===== src/ccip_types_pkg.sv =====
`default_nettype none

/*
 * Host memory channel types for the read path
 * Line and tag widths, the read request header, the two views of the
 * channel 0 response header and the response type codes
 */

package ccip_types_pkg;

    localparam int cl_data_width = 64;
    localparam int mdata_width = 16;

    typedef logic [cl_data_width-1:0] t_cl_data;
    typedef logic [mdata_width-1:0] t_mdata;

    // Beat number inside a multi-line packet, and request length minus one
    typedef logic [1:0] t_cl_num;
    typedef logic [1:0] t_cl_len;

    typedef enum logic [3:0] {
        rsp_rdline  = 4'h0,
        rsp_mmio_rd = 4'h8,
        rsp_mmio_wr = 4'h9
    } t_resp_type;

    // Read request toward the host, one header per request of 1 to 4 lines
    typedef struct packed {
        logic          valid;
        t_cl_len       cl_len;
        t_mdata        mdata;
        logic [41:0]   address;
    } t_c0_tx_req;

    // Memory response view; resp_type must stay in the top bits of both views
    typedef struct packed {
        t_resp_type    resp_type;
        t_mdata        mdata;
        t_cl_num       cl_num;
        logic          error;
        logic [1:0]    vc_used;
        logic          hit_miss;
        logic [1:0]    rsvd;
    } t_c0_rx_mem_hdr;

    // MMIO request view of the same header word
    typedef struct packed {
        t_resp_type    resp_type;
        logic [8:0]    tid;
        logic [11:0]   address;
        logic [1:0]    length;
        logic          rsvd;
    } t_c0_rx_mmio_hdr;

    typedef union packed {
        t_c0_rx_mem_hdr  mem;
        t_c0_rx_mmio_hdr mmio;
    } t_c0_rx_hdr_u;

    typedef struct packed {
        logic          rsp_valid;
        logic          mmio_valid;
        t_c0_rx_hdr_u  hdr;
        t_cl_data      data;
    } t_c0_rx;

endpackage

`default_nettype wire

===== src/rob_cfg_pkg.sv =====
`default_nettype none

/*
 * Reorder buffer configuration
 * Slot count, almost-full threshold and the per-slot storage types
 */

package rob_cfg_pkg;

    import ccip_types_pkg::*;

    // One slot holds one line
    localparam int rob_entries = 16;
    localparam int max_beats = 4;
    localparam int alm_full_threshold = 2;

    // Room still needed for alm_full_threshold requests of full length
    localparam int min_free_slots = alm_full_threshold * max_beats;

    typedef logic [$clog2(rob_entries)-1:0] t_rob_idx;

    typedef struct packed {
        t_cl_len       cl_len;
        t_mdata        mdata;
    } t_rob_meta;

    typedef struct packed {
        logic          error;
        logic [1:0]    vc_used;
        logic          hit_miss;
        t_cl_num       cl_num;
        t_cl_data      data;
    } t_rob_payload;

endpackage

`default_nettype wire


===== src/host_rd_top.sv =====
`timescale 1ns/1ps
`default_nettype none

/*
 * Host read channel top level
 * Flat accelerator and host ports around the read-ordering shim
 */

module host_rd_top
    import ccip_types_pkg::*;
(
    input  logic       clk,
    input  logic       reset_n,

    // Accelerator side
    input  t_c0_tx_req afu_c0_tx,
    output t_c0_rx     afu_c0_rx,
    output logic       afu_c0_alm_full,

    // Host side
    output t_c0_tx_req host_c0_tx,
    input  t_c0_rx     host_c0_rx,
    input  logic       host_c0_alm_full
);

    rd_order_shim rd_order_shim_inst (
        .clk              (clk),
        .reset_n          (reset_n),
        .afu_c0_tx        (afu_c0_tx),
        .afu_c0_rx        (afu_c0_rx),
        .afu_c0_alm_full  (afu_c0_alm_full),
        .host_c0_tx       (host_c0_tx),
        .host_c0_rx       (host_c0_rx),
        .host_c0_alm_full (host_c0_alm_full)
    );

endmodule

`default_nettype wire


===== src/rd_order_shim.sv =====
`timescale 1ns/1ps
`default_nettype none

/*
 * Read-ordering shim for the channel 0 host interface
 * Swaps request tags for buffer slot indices, returns read beats in
 * request order with the original tag, lines MMIO requests up with the
 * buffer output and raises almost-full when slots run low
 */

module rd_order_shim
    import ccip_types_pkg::*;
    import rob_cfg_pkg::*;
(
    input  logic       clk,
    input  logic       reset_n,

    // Accelerator side
    input  t_c0_tx_req afu_c0_tx,
    output t_c0_rx     afu_c0_rx,
    output logic       afu_c0_alm_full,

    // Host side
    output t_c0_tx_req host_c0_tx,
    input  t_c0_rx     host_c0_rx,
    input  logic       host_c0_alm_full
);

    logic [2:0]    n_alloc;
    t_rob_idx      alloc_idx;
    logic          rob_not_full;

    t_c0_rx        c0_rx_q;
    t_c0_rx        c0_rx_qq;
    logic          rd_beat_q;
    t_rob_idx      wr_idx;
    t_rob_payload  wr_payload;

    logic          non_rd_valid;
    logic          deq_en;
    logic          deq_en_q;
    logic          rob_data_rdy;
    logic          rob_not_empty;
    t_rob_payload  rob_payload;
    t_rob_meta     rob_meta;

    logic          rd_sop;
    logic          rd_eop;
    t_rob_meta     sop_meta;
    t_rob_meta     cur_meta;

    // ========================================
    // Request path
    // ========================================

    // Every line of a request gets its own slot
    assign n_alloc = afu_c0_tx.valid ? 3'(afu_c0_tx.cl_len) + 3'd1 : 3'd0;

    // The original tag stays in the buffer and the host only sees the slot
    always_comb
    begin
        host_c0_tx = afu_c0_tx;
        host_c0_tx.mdata = t_mdata'(alloc_idx);
    end

    // Buffer space is reserved up front, so almost-full is the only stall
    assign afu_c0_alm_full = host_c0_alm_full || !rob_not_full;

    // ========================================
    // Response registers
    // ========================================

    // First stage feeds the buffer write, second lines MMIO up with the output
    always_ff @(posedge clk)
    begin
        c0_rx_q <= host_c0_rx;
        c0_rx_qq <= c0_rx_q;
        if (!reset_n)
        begin
            c0_rx_q.rsp_valid <= 1'b0;
            c0_rx_q.mmio_valid <= 1'b0;
            c0_rx_qq.rsp_valid <= 1'b0;
            c0_rx_qq.mmio_valid <= 1'b0;
        end
    end

    assign rd_beat_q = c0_rx_q.rsp_valid && (c0_rx_q.hdr.mem.resp_type == rsp_rdline);

    // The host returns the base slot, so beats of a packet land on adjacent slots
    assign wr_idx = t_rob_idx'(c0_rx_q.hdr.mem.mdata) + t_rob_idx'(c0_rx_q.hdr.mem.cl_num);

    assign wr_payload = '{error:    c0_rx_q.hdr.mem.error,
                          vc_used:  c0_rx_q.hdr.mem.vc_used,
                          hit_miss: c0_rx_q.hdr.mem.hit_miss,
                          cl_num:   c0_rx_q.hdr.mem.cl_num,
                          data:     c0_rx_q.data};

    rob_buffer rob_buffer_inst (
        .clk           (clk),
        .reset_n       (reset_n),
        .alloc_n       (n_alloc),
        .alloc_meta    ('{cl_len: afu_c0_tx.cl_len, mdata: afu_c0_tx.mdata}),
        .alloc_idx     (alloc_idx),
        .not_full      (rob_not_full),
        .wr_en         (rd_beat_q),
        .wr_idx        (wr_idx),
        .wr_payload    (wr_payload),
        .deq_en        (deq_en),
        .not_empty     (rob_not_empty),
        .first_payload (rob_payload),
        .first_meta    (rob_meta)
    );

    // ========================================
    // Dequeue and packet tracking
    // ========================================

    // Any incoming non-read traffic claims the output slot two cycles from now
    assign non_rd_valid = host_c0_rx.mmio_valid ||
                          (host_c0_rx.rsp_valid && (host_c0_rx.hdr.mem.resp_type != rsp_rdline));
    assign deq_en = rob_not_empty && !non_rd_valid;

    // Buffer data is ready two cycles after its dequeue
    always_ff @(posedge clk)
    begin
        if (!reset_n)
        begin
            deq_en_q <= 1'b0;
            rob_data_rdy <= 1'b0;
        end
        else
        begin
            deq_en_q <= deq_en;
            rob_data_rdy <= deq_en_q;
        end
    end

    // Only the base slot holds valid metadata, later beats reuse the latched copy
    assign cur_meta = rd_sop ? rob_meta : sop_meta;
    assign rd_eop = (rob_payload.cl_num == cur_meta.cl_len);

    always_ff @(posedge clk)
    begin
        if (!reset_n)
        begin
            rd_sop <= 1'b1;
        end
        else if (rob_data_rdy)
        begin
            rd_sop <= rd_eop;
        end
    end

    always_ff @(posedge clk)
    begin
        if (rob_data_rdy && rd_sop)
        begin
            sop_meta <= rob_meta;
        end
    end

    // ========================================
    // Response merge
    // ========================================

    always_comb
    begin
        afu_c0_rx = c0_rx_qq;
        if (rob_data_rdy)
        begin
            // Rebuild the memory view for the ordered beat
            afu_c0_rx.hdr = '0;
            afu_c0_rx.hdr.mem.resp_type = rsp_rdline;
            afu_c0_rx.hdr.mem.mdata = cur_meta.mdata;
            afu_c0_rx.hdr.mem.cl_num = rob_payload.cl_num;
            afu_c0_rx.hdr.mem.error = rob_payload.error;
            afu_c0_rx.hdr.mem.vc_used = rob_payload.vc_used;
            afu_c0_rx.hdr.mem.hit_miss = rob_payload.hit_miss;
            afu_c0_rx.data = rob_payload.data;
            afu_c0_rx.rsp_valid = 1'b1;
        end
        else if (c0_rx_qq.rsp_valid && (c0_rx_qq.hdr.mem.resp_type == rsp_rdline))
        begin
            // Raw host read beats only reach the accelerator through the buffer
            afu_c0_rx.rsp_valid = 1'b0;
        end
    end

    // Packet start tracking must match the beat numbers the host wrote
    sop_matches_cl_num: assert property (@(posedge clk) disable iff (!reset_n)
        rob_data_rdy |-> (rd_sop == (rob_payload.cl_num == '0)))
        else $error("start of packet disagrees with cl_num %0d", rob_payload.cl_num);

endmodule

`default_nettype wire


===== src/rob_buffer.sv =====
`timescale 1ns/1ps
`default_nettype none

/*
 * Reorder buffer
 * Reserves slots in request order, takes beats by index in any order
 * and releases them from the head with two cycles of read latency
 */

module rob_buffer
    import rob_cfg_pkg::*;
(
    input  logic         clk,
    input  logic         reset_n,

    // Allocation, one request of alloc_n lines per cycle
    input  logic [2:0]   alloc_n,
    input  t_rob_meta    alloc_meta,
    output t_rob_idx     alloc_idx,
    output logic         not_full,

    // Out-of-order writes
    input  logic         wr_en,
    input  t_rob_idx     wr_idx,
    input  t_rob_payload wr_payload,

    // In-order release
    input  logic         deq_en,
    output logic         not_empty,
    output t_rob_payload first_payload,
    output t_rob_meta    first_meta
);

    // One extra bit so that a completely free buffer can be counted
    typedef logic [$bits(t_rob_idx):0] t_free_cnt;

    t_rob_idx                 alloc_ptr;
    t_rob_idx                 head_ptr;
    t_free_cnt                free_cnt;
    logic [rob_entries-1:0]   filled;

    t_rob_payload             data_mem [rob_entries];
    t_rob_meta                meta_mem [rob_entries];

    t_rob_payload             payload_q;
    t_rob_meta                meta_q;

    // ========================================
    // Slot bookkeeping
    // ========================================

    assign alloc_idx = alloc_ptr;
    assign not_empty = filled[head_ptr];

    // Room must remain for the requests still allowed after almost-full
    assign not_full = (free_cnt >= t_free_cnt'(min_free_slots));

    always_ff @(posedge clk)
    begin
        if (!reset_n)
        begin
            alloc_ptr <= '0;
            head_ptr <= '0;
            free_cnt <= t_free_cnt'(rob_entries);
            filled <= '0;
        end
        else
        begin
            // Slots are taken at allocation and given back one per dequeue
            alloc_ptr <= alloc_ptr + t_rob_idx'(alloc_n);
            free_cnt <= free_cnt - t_free_cnt'(alloc_n) + t_free_cnt'(deq_en);

            if (deq_en)
            begin
                head_ptr <= head_ptr + 1'b1;
                filled[head_ptr] <= 1'b0;
            end

            // A write never hits the head slot being released, so order is safe
            if (wr_en)
            begin
                filled[wr_idx] <= 1'b1;
            end
        end
    end

    // ========================================
    // Storage and two-stage read
    // ========================================

    always_ff @(posedge clk)
    begin
        // Metadata is only meaningful at the base slot of a request
        if (alloc_n != 3'd0)
        begin
            meta_mem[alloc_ptr] <= alloc_meta;
        end

        if (wr_en)
        begin
            data_mem[wr_idx] <= wr_payload;
        end
    end

    // First stage reads the head, second stage presents it
    always_ff @(posedge clk)
    begin
        if (deq_en)
        begin
            payload_q <= data_mem[head_ptr];
            meta_q <= meta_mem[head_ptr];
        end
        first_payload <= payload_q;
        first_meta <= meta_q;
    end

    // ========================================
    // Checks
    // ========================================

    // A slot must be released before the host can fill it again
    wr_to_empty_slot: assert property (@(posedge clk) disable iff (!reset_n)
        wr_en |-> !filled[wr_idx])
        else $error("write to filled slot %0d", wr_idx);

    // The shim only releases a head that has arrived
    deq_not_empty: assert property (@(posedge clk) disable iff (!reset_n)
        deq_en |-> not_empty)
        else $error("dequeue from empty head slot %0d", head_ptr);

endmodule

`default_nettype wire


===== config.mk =====
export PLATFORM = sky130hd
export DESIGN_NAME = host_rd_top
export DESIGN_NICKNAME = d
export VERILOG_FILES = /design/src/ccip_types_pkg.sv /design/src/rob_cfg_pkg.sv /design/src/host_rd_top.sv /design/src/rd_order_shim.sv /design/src/rob_buffer.sv
export SDC_FILE = /design/constraint.sdc
export NUM_CORES = 2
export LEC_CHECK = 0
export BUFFER_PORTS_ARGS = -buffer_cell sky130_fd_sc_hd__clkbuf_2
export CAP_MARGIN = 20
export CELL_PAD_IN_SITES_DETAIL_PLACEMENT = 1
export CELL_PAD_IN_SITES_GLOBAL_PLACEMENT = 2
export CORE_ASPECT_RATIO = 2
export CORE_MARGIN = 2
export CORE_UTILIZATION = 55
export CTS_BUF_LIST = sky130_fd_sc_hd__clkbuf_2 sky130_fd_sc_hd__clkbuf_4 sky130_fd_sc_hd__clkbuf_8
export CTS_CLUSTER_SIZE = 24
export DETAILED_ROUTE_END_ITERATION = 16
export GPL_TIMING_DRIVEN = 0
export PLACE_DENSITY_LB_ADDON = 0.1
export SLEW_MARGIN = 10
export SYNTH_ARGS = -nofsm -noshare
export SYNTH_HDL_FRONTEND = slang
export SYNTH_SLANG_ARGS = --single-unit

===== constraint.sdc =====
create_clock -name clk -period 17 [get_ports clk]
set_input_delay 2.55 -clock clk [delete_from_list [all_inputs] [get_ports clk]]
set_output_delay 2.55 -clock clk [all_outputs]
set_load 0.005 [all_outputs]

==> reports/qor.yml <==
cells_and_area:
  final_cell_mix: "edfxtp_1, mux4_2, dfxtp_1"
  fillCellCount: 9604
  area_growth_pct: 14.9
  fin_nets: 3543
  final_common_cell: "edfxtp_1"
  final_cells: 5109
  drive_above_1_share: 0.397
worst_hold_path:
  holdPathEnd: "rd_order_shim_inst.rob_buffer_inst.first_meta[1]"
  worstHoldPathType: "reg2reg"
  holdPathStages: 0
  hp-start: "rd_order_shim_inst.rob_buffer_inst.meta_q[1]"
timing:
  fin_tns_setup_ns: 0
  maxSlewViolCount: 0
  tightest_slew_ns: 1.17
  setup_viol: 0
  fin_crit_sh: 0.371
  rsz0062_at_grt: "no"
  fin_worst_skew_ns: 0.0421
  clock.fmax_mhz: 159
  slew_headroom: 0.221
  period_needed_ns: 6.30
  hold_viol: 0
cts:
  cts_made_buffers: 233
  htree_levels: 4
  hold_buffers: 0
  cts-root-buf: "clkbuf_8"
  clock-sinks: 1822
  post-cts-setup-buffers: 0
  worstSkewPairLatency_ns: 0.94
  clk_pin_slew_ns: 0.07
  cts_tree: "done"
  cts.path.max_buffers: 3
  cts_resized: 0
yosys:
  yosys_warnings: 0
  postSynthAreaPerCell_um2: 23.4
  synth_top_area_cell: "edfxtp_1"
  synth_area_leaders: "edfxtp_1, mux4_2, dfxtp_1"
  synth.top_cell.area_share: 0.695
  ys_seq_elements: 1822
  synth.distinct_cells: 55
  synth_area_um2: 65400
  synth-edff-count: 1514
  synth_cells: 2799
  seq_area_frac_synth: 0.789
  synthFlopType: "edfxtp_1"
  async_reset_ff_frac: 0
power:
  p_leak_nw: 24.8
  combinationalPowerShare: 0.018
  seqPwrFrac: 0.581
  swShare: 0.205
  p_int_mw: 6.74
  power_frac_clock: 0.401
  peakVddDrop_mv: 0.0839
  switchingPower_mw: 1.74
  p_per_area_nw_per_um2: 113
global_route:
  grt_usage: 0.261
  antenna_found_initial: 7
  grt_max_degree: 54
  first_global_vias: 33000
  grt_first_pass_wirelength_mm: 224
  grt_remaining_overflow: 0
placement:
  port_buffers: 259
  place_hpwl_mm: 93.2
  dp.cells: 4667
  gp_congestion: 0.765
setup_path:
  start_kind: "register"
  worstPathArrival_ns: 3.75
  crit_required_ns: 14.45
  reg2reg_depth: 8
  rrSetupSlack_ns: 13.08
  critPathCaptureType: "primary output"
  timing.rr.start: "rd_order_shim_inst.c0_rx_q[70]"
  critPathKind: "reg2out"
  crit_path_max_fanout: 10
die:
  die_y_um: 492
  ios: 314
  fp.dieW_um: 248
  core_area_um2: 118000
  start_util: 0.552
  dieArea_um2: 122000
  row_count: 179
route:
  routedWlPerCell_um: 30.2
  routed_wl_mm: 154
  drc: 0
  drt-vias-per-instance: 5.99
  vias: 30600
  drtIter0Drc: 2670
  first_pass_iters: 5
  antenna_left: 0
flow_run:
  cap_violations: 0
run_status:
  status: "finished, final reports clean"
## cell families (layout without fill, tap and decap cells)
group,count (synthesis),count (layout),synth area share
flip-flops,1822,1822,0.789
multiplexers,539,539,0.168
buffers and inverters,204,964,0.0194
AND/OR/NAND/NOR,129,129,0.0100
AO/OA/AOI/OAI,73,73,0.00700
adder cells (fa/ha/maj),21,21,0.00436
XOR/XNOR,10,10,0.00134
other,1,13,0.0000573
## worst max-delay path by stage
stage / slack [ns] / start / cells past startpoint / endpoint
3_5_place_dp: 11.21 / afu_c0_tx[58] / 3 / host_c0_tx[58]
6_report: 10.70 / rd_order_shim_inst.rob_data_rdy / 5 / afu_c0_rx[83]
2_1_floorplan: 11.11 / host_c0_rx[89] / 5 / rd_order_shim_inst.rob_buffer_inst.meta_q[0]
5_1_grt: 10.52 / rd_order_shim_inst.rob_data_rdy / 5 / afu_c0_rx[83]
3_3_place_gp: 6.06 / rd_order_shim_inst.c0_rx_q[70] / 4 / register
4_1_cts: 10.55 / rd_order_shim_inst.rob_data_rdy / 5 / afu_c0_rx[83]
## registers in the layout, summed over array words and instances, names as in the netlist
register / cells
rd_order_shim_inst.rob_buffer_inst.data_mem: 1120
rd_order_shim_inst.rob_buffer_inst.meta_mem: 288
rd_order_shim_inst.c0_rx_q: 94
rd_order_shim_inst.c0_rx_qq: 93
rd_order_shim_inst.rob_buffer_inst.first_payload: 70
rd_order_shim_inst.rob_buffer_inst.payload_q: 70
rd_order_shim_inst.rob_buffer_inst.first_meta: 18
rd_order_shim_inst.rob_buffer_inst.meta_q: 18
rd_order_shim_inst.sop_meta: 18
rd_order_shim_inst.rob_buffer_inst.filled: 16
rd_order_shim_inst.rob_buffer_inst.free_cnt: 5
rd_order_shim_inst.rob_buffer_inst.alloc_idx: 4
rd_order_shim_inst.rob_buffer_inst.head_ptr: 4
rd_order_shim_inst.afu_c0_rx: 1
rd_order_shim_inst.deq_en_q: 1
rd_order_shim_inst.rd_sop: 1
rd_order_shim_inst.rob_data_rdy: 1
## metrics by stage
step / total power, mW / area (um^2) / setup WS [ns] / utilization / hold WS (ns)
6_report: 8.47 / 75200 / 10.70 / 0.634 / 0.326
5_1_grt: 8.73 / 75200 / 10.52 / 0.634 / 0.334
4_1_cts: 8.55 / 75200 / 10.55 / 0.634 / 0.322
3_5_place_dp: 5.18 / 70100 / 11.21 / 0.592 / 0.314
3_3_place_gp: 5.16 / 68700 / 6.06 / 0.580 / 0.310
2_1_floorplan: 5.08 / 65400 / 11.11 / - / 0.310
## worst max-delay path: stages, from the launching register on
cell and delay [ns]:
dfxtp_1 0.40, clkbuf_1 0.51, clkbuf_2 0.63, clkbuf_1 0.74
a21oi_1 0.32, clkbuf_2 0.20
## power groups by stage
stage / clock network, mW / logic (mW) / registers, mW
2_1_floorplan: 0 / 0.0818 / 5.00
3_3_place_gp: 0 / 0.144 / 5.01
3_5_place_dp: 0 / 0.156 / 5.02
4_1_cts: 3.47 / 0.158 / 4.92
5_1_grt: 3.63 / 0.171 / 4.93
6_report: 3.39 / 0.155 / 4.92
## layer usage
layer	GRT usage	share of wire
met2	0.425	0.50
met5	0	0.00021
met1	0.355	0.40
met4	0.0855	0.029
met3	0.0546	0.071
## final cells by class
| class | instances | area [um^2] | share of cell area |
|---|---|---|---|
| Sequential cell | 1822 | 51600 | 0.687 |
| Multi-Input combinational cell | 784 | 12700 | 0.169 |
| Clock buffer | 332 | 4140 | 0.0551 |
| Timing Repair Buffer | 319 | 2530 | 0.0337 |
| Tap cell | 1538 | 1920 | 0.0256 |
| Buffer | 177 | 1170 | 0.0156 |
| Clock inverter | 109 | 922 | 0.0123 |
| Inverter | 27 | 151 | 0.00201 |
| Antenna cell | 1 | 2.50 | 0.0000333 |
## synth_stat cells (all sizes together), types with 2 or more instances
cell and count:
a21boi 4, a21o 4, a21oi 26, a31oi 10, and2 8, and3 2, and3b 2, buf 149
clkbuf 28, dfxtp 308, edfxtp 1514, fa 3, ha 18, inv 27, mux2 74, mux2i 25
mux4 440, nand2 27, nand2b 4, nand4 3, nand4b 2, nor2 46, nor2b 9, nor3 6
nor3b 4, nor4 4, o21a 5, o21ai 13, o31a 2, o41ai 2, or3 5, xnor2 4
xor2 6
Power figures use the tool's default switching activity.
